$ cat config.mk
export PLATFORM = sky130hd
export DESIGN_NAME = fifo_stream_top
export DESIGN_NICKNAME = d
export VERILOG_FILES = /design/src/rtl/fifo2axis_pkg.sv /design/src/rtl/fifo_rd_if.sv /design/src/rtl/fifo2axis.sv /design/src/rtl/fifo_stream_top.sv /design/src/rtl/stream_regs.sv /design/src/rtl/sync_fifo.sv
export VERILOG_INCLUDE_DIRS = /design/src /design/src/rtl
export SDC_FILE = /design/constraint.sdc
export NUM_CORES = 1
export LEC_CHECK = 0
export BUFFER_PORTS_ARGS = -buffer_cell sky130_fd_sc_hd__buf_4
export CORE_ASPECT_RATIO = 0.6
export CORE_MARGIN = 2
export CORE_UTILIZATION = 45
export DETAILED_ROUTE_END_ITERATION = 6
export GPL_ROUTABILITY_DRIVEN = 0
export PLACE_DENSITY_LB_ADDON = 0.08
export SLEW_MARGIN = 20
export SYNTH_ARGS = -nofsm -noshare
export SYNTH_HDL_FRONTEND = slang
export SYNTH_HIERARCHICAL = 1
export SYNTH_SLANG_ARGS = --single-unit
$ cat constraint.sdc
create_clock -name clk_i -period 7.59 [get_ports clk_i]
set_input_delay 0.3795 -clock clk_i [delete_from_list [all_inputs] [get_ports clk_i]]
set_output_delay 0.3795 -clock clk_i [all_outputs]
set_load 0.01 [all_outputs]
$ cat src/rtl/fifo2axis_settings.svh
/*
 * fifo2axis settings
 * widths and depth shared by the FIFO egress path
 */
`ifndef FIFO2AXIS_SETTINGS_SVH
`define FIFO2AXIS_SETTINGS_SVH

// stream word width
`define FS_DATA_W 16

// frame length and word counter width
`define FS_LEN_W 8

// FIFO address width, depth is 2**FS_FIFO_AW
`define FS_FIFO_AW 4

// register address width
`define FS_REG_AW 2

`endif

$ cat src/rtl/fifo2axis_pkg.sv
/*
 * fifo2axis package
 * register map and streamer holding level types
 */
`include "fifo2axis_settings.svh"

package fifo2axis_pkg;

   // register map
   typedef enum logic [`FS_REG_AW-1:0] {
      REG_CTRL   = 2'd0,
      REG_LEN    = 2'd1,
      REG_FRAMES = 2'd2,
      REG_STATUS = 2'd3
   } reg_addr_e;

   // words held inside the streamer
   typedef enum logic [1:0] {
      HOLD_NONE = 2'd0,
      HOLD_ONE  = 2'd1,
      HOLD_TWO  = 2'd2
   } hold_level_e;

endpackage

$ cat src/rtl/fifo_rd_if.sv
/*
 * FIFO read side bundle
 * strobe, registered data, empty flag and fill count
 */
`timescale 1ns/1ps
`include "fifo2axis_settings.svh"

interface fifo_rd_if;

   logic                   rd;
   logic [`FS_DATA_W-1:0]  rdata;
   logic                   empty;
   logic [`FS_FIFO_AW:0]   count;

   modport fifo_mp (input rd, output rdata, output empty, output count);
   modport strm_mp (output rd, input rdata, input empty);
   // status readback only
   modport mon_mp  (input count);

endinterface

$ cat src/rtl/fifo2axis.sv
/*
 * fifo2axis streamer
 * drains the FIFO ahead of time and drives an AXI-Stream master with tlast every len words
 */
`timescale 1ns/1ps
`include "fifo2axis_settings.svh"

module fifo2axis
   import fifo2axis_pkg::*;
(
   input  logic                  clk_i,
   input  logic                  reset_i,
   input  logic                  en_i,
   input  logic [`FS_LEN_W-1:0]  len_i,
   fifo_rd_if.strm_mp            fifo,
   output logic                  axis_tvalid_o,
   output logic [`FS_DATA_W-1:0] axis_tdata_o,
   output logic                  axis_tlast_o,
   input  logic                  axis_tready_i,
   output hold_level_e           level_o
);

   logic                  rd_q;
   logic                  rd_room;
   logic                  saved_q;
   logic [`FS_DATA_W-1:0] saved_data_q;
   logic                  saved_last_q;
   logic [`FS_LEN_W-1:0]  word_cnt_q;
   logic [`FS_LEN_W-1:0]  len_m1;
   logic                  last_nxt;
   logic                  out_en;

   // room for another word
   // sink ready, or nothing saved and nothing in flight
   assign rd_room = axis_tready_i | ~(saved_q | rd_q);
   assign fifo.rd = en_i & ~fifo.empty & rd_room;

   // FIFO data is valid while rd_q is high
   always_ff @(posedge clk_i) begin
      if (reset_i) begin
         rd_q <= 1'b0;
      end else begin
         rd_q <= fifo.rd;
      end
   end

   // len of 0 wraps to 255, so a frame of 256 words
   assign len_m1 = len_i - 1'b1;

   // starts at all ones so the first read becomes word 0
   always_ff @(posedge clk_i) begin
      if (reset_i) begin
         word_cnt_q <= '1;
      end else if (fifo.rd) begin
         if (word_cnt_q == len_m1) begin
            word_cnt_q <= '0;
         end else begin
            word_cnt_q <= word_cnt_q + 1'b1;
         end
      end
   end

   // counter already points at the arriving word
   assign last_nxt = (word_cnt_q == len_m1);

   assign out_en = ~axis_tvalid_o | axis_tready_i;

   // word arrived while the output was stalled
   always_ff @(posedge clk_i) begin
      if (reset_i) begin
         saved_q <= 1'b0;
      end else if (out_en) begin
         saved_q <= 1'b0;
      end else if (rd_q) begin
         saved_q <= 1'b1;
      end
   end

   always_ff @(posedge clk_i) begin
      if (rd_q) begin
         saved_data_q <= fifo.rdata;
         saved_last_q <= last_nxt;
      end
   end

   // output stage, saved word goes first
   always_ff @(posedge clk_i) begin
      if (reset_i) begin
         axis_tvalid_o <= 1'b0;
         axis_tlast_o  <= 1'b0;
      end else if (out_en) begin
         axis_tvalid_o <= saved_q | rd_q;
         axis_tlast_o  <= saved_q ? saved_last_q : last_nxt;
      end
   end

   always_ff @(posedge clk_i) begin
      if (out_en) begin
         axis_tdata_o <= saved_q ? saved_data_q : fifo.rdata;
      end
   end

   always_comb begin
      if (saved_q && axis_tvalid_o) begin
         level_o = HOLD_TWO;
      end else if (saved_q || axis_tvalid_o) begin
         level_o = HOLD_ONE;
      end else begin
         level_o = HOLD_NONE;
      end
   end

endmodule

$ cat src/rtl/fifo_stream_top.sv
/*
 * fifo_stream_top
 * FIFO, AXI-Stream streamer and control registers
 */
`timescale 1ns/1ps
`include "fifo2axis_settings.svh"

module fifo_stream_top
   import fifo2axis_pkg::*;
(
   input  logic                  clk_i,
   input  logic                  reset_i,
   input  logic                  push_i,
   input  logic [`FS_DATA_W-1:0] push_data_i,
   output logic                  full_o,
   input  logic                  reg_wr_i,
   input  logic [`FS_REG_AW-1:0] reg_addr_i,
   input  logic [15:0]           reg_wdata_i,
   output logic [15:0]           reg_rdata_o,
   output logic                  axis_tvalid_o,
   output logic [`FS_DATA_W-1:0] axis_tdata_o,
   output logic                  axis_tlast_o,
   input  logic                  axis_tready_i
);

   logic                 en;
   logic [`FS_LEN_W-1:0] len;
   hold_level_e          level;

   fifo_rd_if fifo_rd ();

   sync_fifo fifo_i (
      .clk_i       (clk_i),
      .reset_i     (reset_i),
      .push_i      (push_i),
      .push_data_i (push_data_i),
      .full_o      (full_o),
      .rd          (fifo_rd.fifo_mp)
   );

   fifo2axis strm_i (
      .clk_i         (clk_i),
      .reset_i       (reset_i),
      .en_i          (en),
      .len_i         (len),
      .fifo          (fifo_rd.strm_mp),
      .axis_tvalid_o (axis_tvalid_o),
      .axis_tdata_o  (axis_tdata_o),
      .axis_tlast_o  (axis_tlast_o),
      .axis_tready_i (axis_tready_i),
      .level_o       (level)
   );

   stream_regs regs_i (
      .clk_i         (clk_i),
      .reset_i       (reset_i),
      .reg_wr_i      (reg_wr_i),
      .reg_addr_i    (reg_addr_e'(reg_addr_i)),
      .reg_wdata_i   (reg_wdata_i),
      .reg_rdata_o   (reg_rdata_o),
      .en_o          (en),
      .len_o         (len),
      .level_i       (level),
      .axis_tvalid_i (axis_tvalid_o),
      .axis_tready_i (axis_tready_i),
      .axis_tlast_i  (axis_tlast_o),
      .mon           (fifo_rd.mon_mp)
   );

endmodule

$ cat src/rtl/stream_regs.sv
/*
 * stream_regs
 * enable and frame length control, frame counter and status readback
 */
`timescale 1ns/1ps
`include "fifo2axis_settings.svh"

module stream_regs
   import fifo2axis_pkg::*;
(
   input  logic                 clk_i,
   input  logic                 reset_i,
   input  logic                 reg_wr_i,
   input  reg_addr_e            reg_addr_i,
   input  logic [15:0]          reg_wdata_i,
   output logic [15:0]          reg_rdata_o,
   output logic                 en_o,
   output logic [`FS_LEN_W-1:0] len_o,
   input  hold_level_e          level_i,
   input  logic                 axis_tvalid_i,
   input  logic                 axis_tready_i,
   input  logic                 axis_tlast_i,
   fifo_rd_if.mon_mp            mon
);

   logic [15:0] frames_q;
   logic [15:0] status;
   logic        frame_done;

   // len only changes while disabled
   always_ff @(posedge clk_i) begin
      if (reset_i) begin
         en_o  <= 1'b0;
         len_o <= `FS_LEN_W'd4;
      end else if (reg_wr_i) begin
         case (reg_addr_i)
            REG_CTRL: en_o  <= reg_wdata_i[0];
            REG_LEN:  len_o <= reg_wdata_i[`FS_LEN_W-1:0];
            default:  ;
         endcase
      end
   end

   // a frame ends on the tlast transfer
   assign frame_done = axis_tvalid_i & axis_tready_i & axis_tlast_i;

   always_ff @(posedge clk_i) begin
      if (reset_i) begin
         frames_q <= '0;
      end else if (frame_done) begin
         frames_q <= frames_q + 1'b1;
      end
   end

   // level in 1:0, fill count from bit 4 up
   always_comb begin
      status = '0;
      status[1:0] = level_i;
      status[4 +: `FS_FIFO_AW+1] = mon.count;
   end

   always_comb begin
      reg_rdata_o = '0;
      case (reg_addr_i)
         REG_CTRL:   reg_rdata_o[0] = en_o;
         REG_LEN:    reg_rdata_o[`FS_LEN_W-1:0] = len_o;
         REG_FRAMES: reg_rdata_o = frames_q;
         REG_STATUS: reg_rdata_o = status;
         default:    reg_rdata_o = '0;
      endcase
   end

endmodule

$ cat src/rtl/sync_fifo.sv
/*
 * sync_fifo
 * single clock FIFO with registered read data and fill count
 */
`timescale 1ns/1ps
`include "fifo2axis_settings.svh"

module sync_fifo (
   input  logic                  clk_i,
   input  logic                  reset_i,
   input  logic                  push_i,
   input  logic [`FS_DATA_W-1:0] push_data_i,
   output logic                  full_o,
   fifo_rd_if.fifo_mp            rd
);

   localparam logic [`FS_FIFO_AW:0] DEPTH = 1 << `FS_FIFO_AW;

   logic [`FS_DATA_W-1:0]  mem [0:DEPTH-1];
   logic [`FS_FIFO_AW-1:0] wr_ptr;
   logic [`FS_FIFO_AW-1:0] rd_ptr;
   logic [`FS_FIFO_AW:0]   count;
   logic [`FS_DATA_W-1:0]  rdata_q;
   logic                   do_push;
   logic                   do_read;

   // drop pushes when full
   assign do_push = push_i & ~full_o;
   assign do_read = rd.rd & ~rd.empty;

   assign full_o   = (count == DEPTH);
   assign rd.empty = (count == '0);
   assign rd.count = count;
   assign rd.rdata = rdata_q;

   always_ff @(posedge clk_i) begin
      if (do_push) begin
         mem[wr_ptr] <= push_data_i;
      end
   end

   // read data shows up the cycle after the strobe
   always_ff @(posedge clk_i) begin
      if (do_read) begin
         rdata_q <= mem[rd_ptr];
      end
   end

   always_ff @(posedge clk_i) begin
      if (reset_i) begin
         wr_ptr <= '0;
         rd_ptr <= '0;
         count  <= '0;
      end else begin
         if (do_push) begin
            wr_ptr <= wr_ptr + 1'b1;
         end
         if (do_read) begin
            rd_ptr <= rd_ptr + 1'b1;
         end
         // push and read together leave count alone
         case ({do_push, do_read})
            2'b10:   count <= count + 1'b1;
            2'b01:   count <= count - 1'b1;
            default: count <= count;
         endcase
      end
   end

endmodule

==> reports/summary.log <==
[final_layout] share of layout cells above drive strength 1 26.7%
[floorplan] DIE AREA 33100 um^2
[final_layout] Fill cells 2490
[grt] leftover overflow at the end of global routing 0
[routing] number of nets with antenna violations after detailed routing 0
[yosys] synthesized-area fraction occupied by ao, oa, aoi and oai cells 4.65%
[critical_path] category of the critical setup timing path register to register
[floorplan] width of the die 234 um
[grt] number of global-route vias before repair 7569
[timing] max frequency 0.241 GHz
[yosys] Netlist cell types 62
[critical_path] Critical R2R Launch fifo_i/rd.count[0]
[routing] vias after detailed routing 7526
[clock_network] CTS Buffer Depth 3
[routing] DR DRC count 0
[clock_network] clock latency reported for the late side of the worst-skew pair 0.52 ns
[hold_path] cell depth of the worst hold path 3
[floorplan] Starting Density 45.7%
[grt] pin count of the biggest net entering global routing 68
[yosys] dominant combinational cell family by area after synthesis multiplexers
[timing] Tcrit/Tclk final 54.8%
[yosys] Post-Synth Simple-Gate Area 6.85%
[hold_path] startpoint of the most critical hold path reg_wdata_i[1]
[critical_path] highest net fanout along the worst path 17
[clock_network] cts hold-fix bufs 0
[power] Design Power 0.00397 W
[status] run status finished, final reports clean
[timing] total of endpoints with negative setup slack in the final report 0
[final_layout] Final Instance Count excl. Fillers 1341
[yosys] instance count of the mapped netlist 819
[routing] count of TritonRoute iterations in the first routing pass 5
[critical_path] data arrival time at the worst-slack endpoint 4.55 ns
[timing] setup total negative slack 0 ns
[timing] final count of pins violating max slew 0
[final_layout] diode count 0
[timing] final hold violations 0
[final_layout] utilization after layout 52.5%
[clock_network] H-tree levels 2
[yosys] count of flip-flops with a built-in enable after synthesis 305
[clock_network] Reg clk slew, reported paths 0.06 ns
[critical_path] flop-to-flop setup slack 3.43 ns
[floorplan] I/O pin total 74
[timing] Post-Route Skew 0.0117 ns
[yosys] flip-flop and latch count after synthesis 355
[yosys] Post-Synthesis Cell Area 14200 um^2
[clock_network] clock tree from TritonCTS done
[critical_path] cells on worst reg2reg path 13
[place] number of I/O port buffers 65
[routing] wire length per cell 23.1 um
[yosys] YS warnings 6
[power] maximum resistive drop on vdd 0.185 mV
[hold_path] hold endpoint regs_i/len_o[1]
[routing] via/cell ratio 5.61
[grt] total global routing track utilization 19.4%
[place] post-placement cell area 15200 um^2
[clock_network] number of buffers created by CTS 35
[power] Pleak 5.40 nW
[yosys] Main synth FF type sky130_fd_sc_hd__edfxtp_1
[place] number of instances in the placed design 1279
[yosys] async set-reset flop share out of synthesis 0%
[critical_path] reg-to-reg critical path endpoint fifo_i/rd.count[3]
[yosys] syn_nets 872
[critical_path] Worst Setup End Kind register
[final_layout] layout net count 953
[critical_path] Critical Path RT 7.99 ns
[yosys] register area share after synthesis 71.4%
[timing] transition time at the pin with the least slew margin 1.01 ns
[final_layout] synthesis-to-layout area growth 14.9%
[yosys] post-synthesis share of cell area spent on xor and xnor gates 1.85%
[flow_run] max capacitance violation total 0
[timing] setup repair after global routing missed its margin no
[yosys] adder and majority gate portion of the synthesized area 1.28%
[timing] post-layout min period 4.16 ns
[critical_path] Worst setup SP type register
[final_layout] post-route cell area 16400 um^2
[yosys] mux cell area share after synthesis 12.3%
[floorplan] floorplan die height 142 um
[routing] number of DRC markers in iteration 0 668
[yosys] Synth Area per Inst 17.4 um^2
[grt] global-route wire length before repair 46900 um
[clock_network] number of cells upsized or downsized after cts 0
[floorplan] Std-Cell Core Area 31200 um^2
[routing] sum of routed wire length over all layers 31000 um
[clock_network] sink count of the clock tree 355
[clock_network] Setup Buffers After CTS 0
[clock_network] clock root buffer sky130_fd_sc_hd__clkbuf_16
[power] power per standard cell area 243 nW/um^2
[floorplan] Cell Rows 50
[hold_path] type of the worst min-delay path input port to register
[place] HPWL reported at the end of detailed placement 18700 um
[timing] worst slew slack as a fraction of its limit 32.2%
[grt] number of antenna violations at the first check in global routing 1
synthesized netlist by cell type, types with 2 or more instances:
master	n	area share, %
sky130_fd_sc_hd__xor2_1	17	1.0
sky130_fd_sc_hd__o21ai_0	8	0.28
sky130_fd_sc_hd__nand2b_1	5	0.22
sky130_fd_sc_hd__nor3_1	7	0.25
sky130_fd_sc_hd__nand3_1	14	0.49
sky130_fd_sc_hd__nor2_1	52	1.4
sky130_fd_sc_hd__or3_1	3	0.13
sky130_fd_sc_hd__nor4_4	2	0.30
sky130_fd_sc_hd__clkbuf_1	20	0.53
sky130_fd_sc_hd__ha_1	13	1.1
sky130_fd_sc_hd__nand4_1	14	0.62
sky130_fd_sc_hd__buf_2	5	0.18
sky130_fd_sc_hd__a22oi_1	34	1.8
sky130_fd_sc_hd__and2_1	10	0.44
sky130_fd_sc_hd__mux2i_1	4	0.28
sky130_fd_sc_hd__nor3b_1	2	0.11
sky130_fd_sc_hd__and3_1	8	0.35
sky130_fd_sc_hd__a22o_1	7	0.43
sky130_fd_sc_hd__nor4_1	4	0.18
sky130_fd_sc_hd__buf_6	2	0.16
sky130_fd_sc_hd__edfxtp_1	305	64
sky130_fd_sc_hd__a21oi_1	19	0.67
sky130_fd_sc_hd__buf_1	8	0.21
sky130_fd_sc_hd__buf_4	4	0.21
sky130_fd_sc_hd__mux4_2	65	10
sky130_fd_sc_hd__dfxtp_1	50	7.0
sky130_fd_sc_hd__a221o_1	3	0.21
sky130_fd_sc_hd__xnor2_1	13	0.80
sky130_fd_sc_hd__a21boi_0	3	0.16
sky130_fd_sc_hd__nand2_1	40	1.1
sky130_fd_sc_hd__o211ai_1	4	0.21
sky130_fd_sc_hd__inv_1	14	0.37
sky130_fd_sc_hd__mux2_2	20	1.6
sky130_fd_sc_hd__nor2b_1	12	0.53
cells by family after synthesis:
logic type | Yosys count
adder cells (fa/ha/maj) | 14
multiplexers | 91
AO/OA/AOI/OAI | 90
flip-flops | 355
AND/OR/NAND/NOR | 185
XOR/XNOR | 30
buffers and inverters | 54
final cells by class:
cell class	count	area [um^2]	area share, %
clock inverters	12	111	0.681
well taps	416	520	3.18
inverters	15	56.3	0.344
repair buffers	83	623	3.81
flip-flops and latches	355	10200	62.1
clock buffers	50	998	6.10
multi-input cells	410	3880	23.7
state kept, by name, summed over array words and instances, names as in the netlist:
name / flops
strm_i/axis_tlast_o: 1
strm_i/axis_tdata_o: 16
fifo_i/rd.rdata: 16
strm_i/saved_data_q: 16
strm_i/word_cnt_q: 8
strm_i/saved_q: 1
strm_i/axis_tvalid_o: 1
regs_i/frames_q: 16
fifo_i/mem: 256
regs_i/len_o: 8
fifo_i/wr_ptr: 4
fifo_i/rd.count: 5
fifo_i/rd_ptr: 4
strm_i/saved_last_q: 1
strm_i/rd_q: 1
regs_i/en_o: 1
worst max-delay path: stages, from the launching register on:
cell	delay, ns
sky130_fd_sc_hd__dfxtp_1	0.35
sky130_fd_sc_hd__or4_1	0.77
sky130_fd_sc_hd__nor2_1	0.17
sky130_fd_sc_hd__nor2b_1	0.06
sky130_fd_sc_hd__o21ai_1	0.34
sky130_fd_sc_hd__inv_2	0.25
sky130_fd_sc_hd__o21ai_4	0.14
sky130_fd_sc_hd__inv_1	0.35
sky130_fd_sc_hd__ha_1	0.41
sky130_fd_sc_hd__ha_1	0.30
sky130_fd_sc_hd__a21o_2	0.22
sky130_fd_sc_hd__a21oi_1	0.20
sky130_fd_sc_hd__nor4_1	0.08
sky130_fd_sc_hd__or3_1	0.40
worst max-delay path by stage:
stage / startpoint / end / slack, ns / depth (start not counted)
after floorplan: fifo_i/rd.count[0] / fifo_i/rd.count[4] / 4.28 / 14
after global placement: fifo_i/rd.count[0] / fifo_i/rd.count[4] / 3.63 / 13
after detailed placement: fifo_i/rd.count[0] / fifo_i/rd.count[3] / 3.48 / 13
after CTS: fifo_i/rd.count[0] / fifo_i/rd.count[3] / 3.46 / 13
after global routing: fifo_i/rd.count[0] / fifo_i/rd.count[4] / 3.16 / 14
final: fifo_i/rd.count[0] / fifo_i/rd.count[3] / 3.43 / 13
layout by cell type (no fill, tap or decap), types with 4 or more instances in the layout:
cell                        Yosys  layout
sky130_fd_sc_hd__mux4_2        65      65
sky130_fd_sc_hd__clkinv_2       0       4
sky130_fd_sc_hd__a22o_1         7       7
sky130_fd_sc_hd__nand4_1       14      14
sky130_fd_sc_hd__nor2_2         1       6
sky130_fd_sc_hd__mux2_2        20      20
sky130_fd_sc_hd__buf_4          4      83
sky130_fd_sc_hd__and3_1         8       8
sky130_fd_sc_hd__xnor2_1       13      13
sky130_fd_sc_hd__clkinv_1       0       4
sky130_fd_sc_hd__a21oi_1       19      19
sky130_fd_sc_hd__dfxtp_1       50      48
sky130_fd_sc_hd__nand3_1       14      14
sky130_fd_sc_hd__mux2i_1        4       4
sky130_fd_sc_hd__nor3_2         0       4
sky130_fd_sc_hd__nor2b_1       12      10
sky130_fd_sc_hd__clkbuf_1      20      10
sky130_fd_sc_hd__a22oi_1       34      34
sky130_fd_sc_hd__inv_1         14      14
sky130_fd_sc_hd__nor4_1         4       4
sky130_fd_sc_hd__edfxtp_1     305     305
sky130_fd_sc_hd__o21ai_0        8       8
sky130_fd_sc_hd__ha_1          13      13
sky130_fd_sc_hd__o211ai_1       4       4
sky130_fd_sc_hd__nor2_1        52      47
sky130_fd_sc_hd__clkbuf_16      0      37
sky130_fd_sc_hd__nand2_1       40      40
sky130_fd_sc_hd__and2_1        10      10
sky130_fd_sc_hd__nand2b_1       5       5
sky130_fd_sc_hd__xor2_1        17      17
metal layers:
layer | wire length (um) | global-route usage [%] | vias up
li1 | - | - | 3395
met1 | 15100 | 29.5 | 3901
met2 | 13400 | 27.7 | 180
met3 | 1840 | 4.72 | 50
met4 | 642 | 5.86 | 0
met5 | 0 | 0 | -
where the power goes:
part           leakage [nW]  switching (W)  internal (W)
Clock                 0.541       0.000700      0.000985
Sequential             3.19      0.0000147       0.00214
Combinational          1.67      0.0000821     0.0000481
Total                  5.40       0.000797       0.00317
stage by stage:
step                hold WS [ns]  worst slack [ns]
floorplan                  0.422              4.28
global placement           0.434              3.63
detailed placement         0.443              3.48
CTS                        0.101              3.46
global route               0.112              3.16
finish                     0.132              3.43
Note: power is estimated with default switching activity, not from simulation.
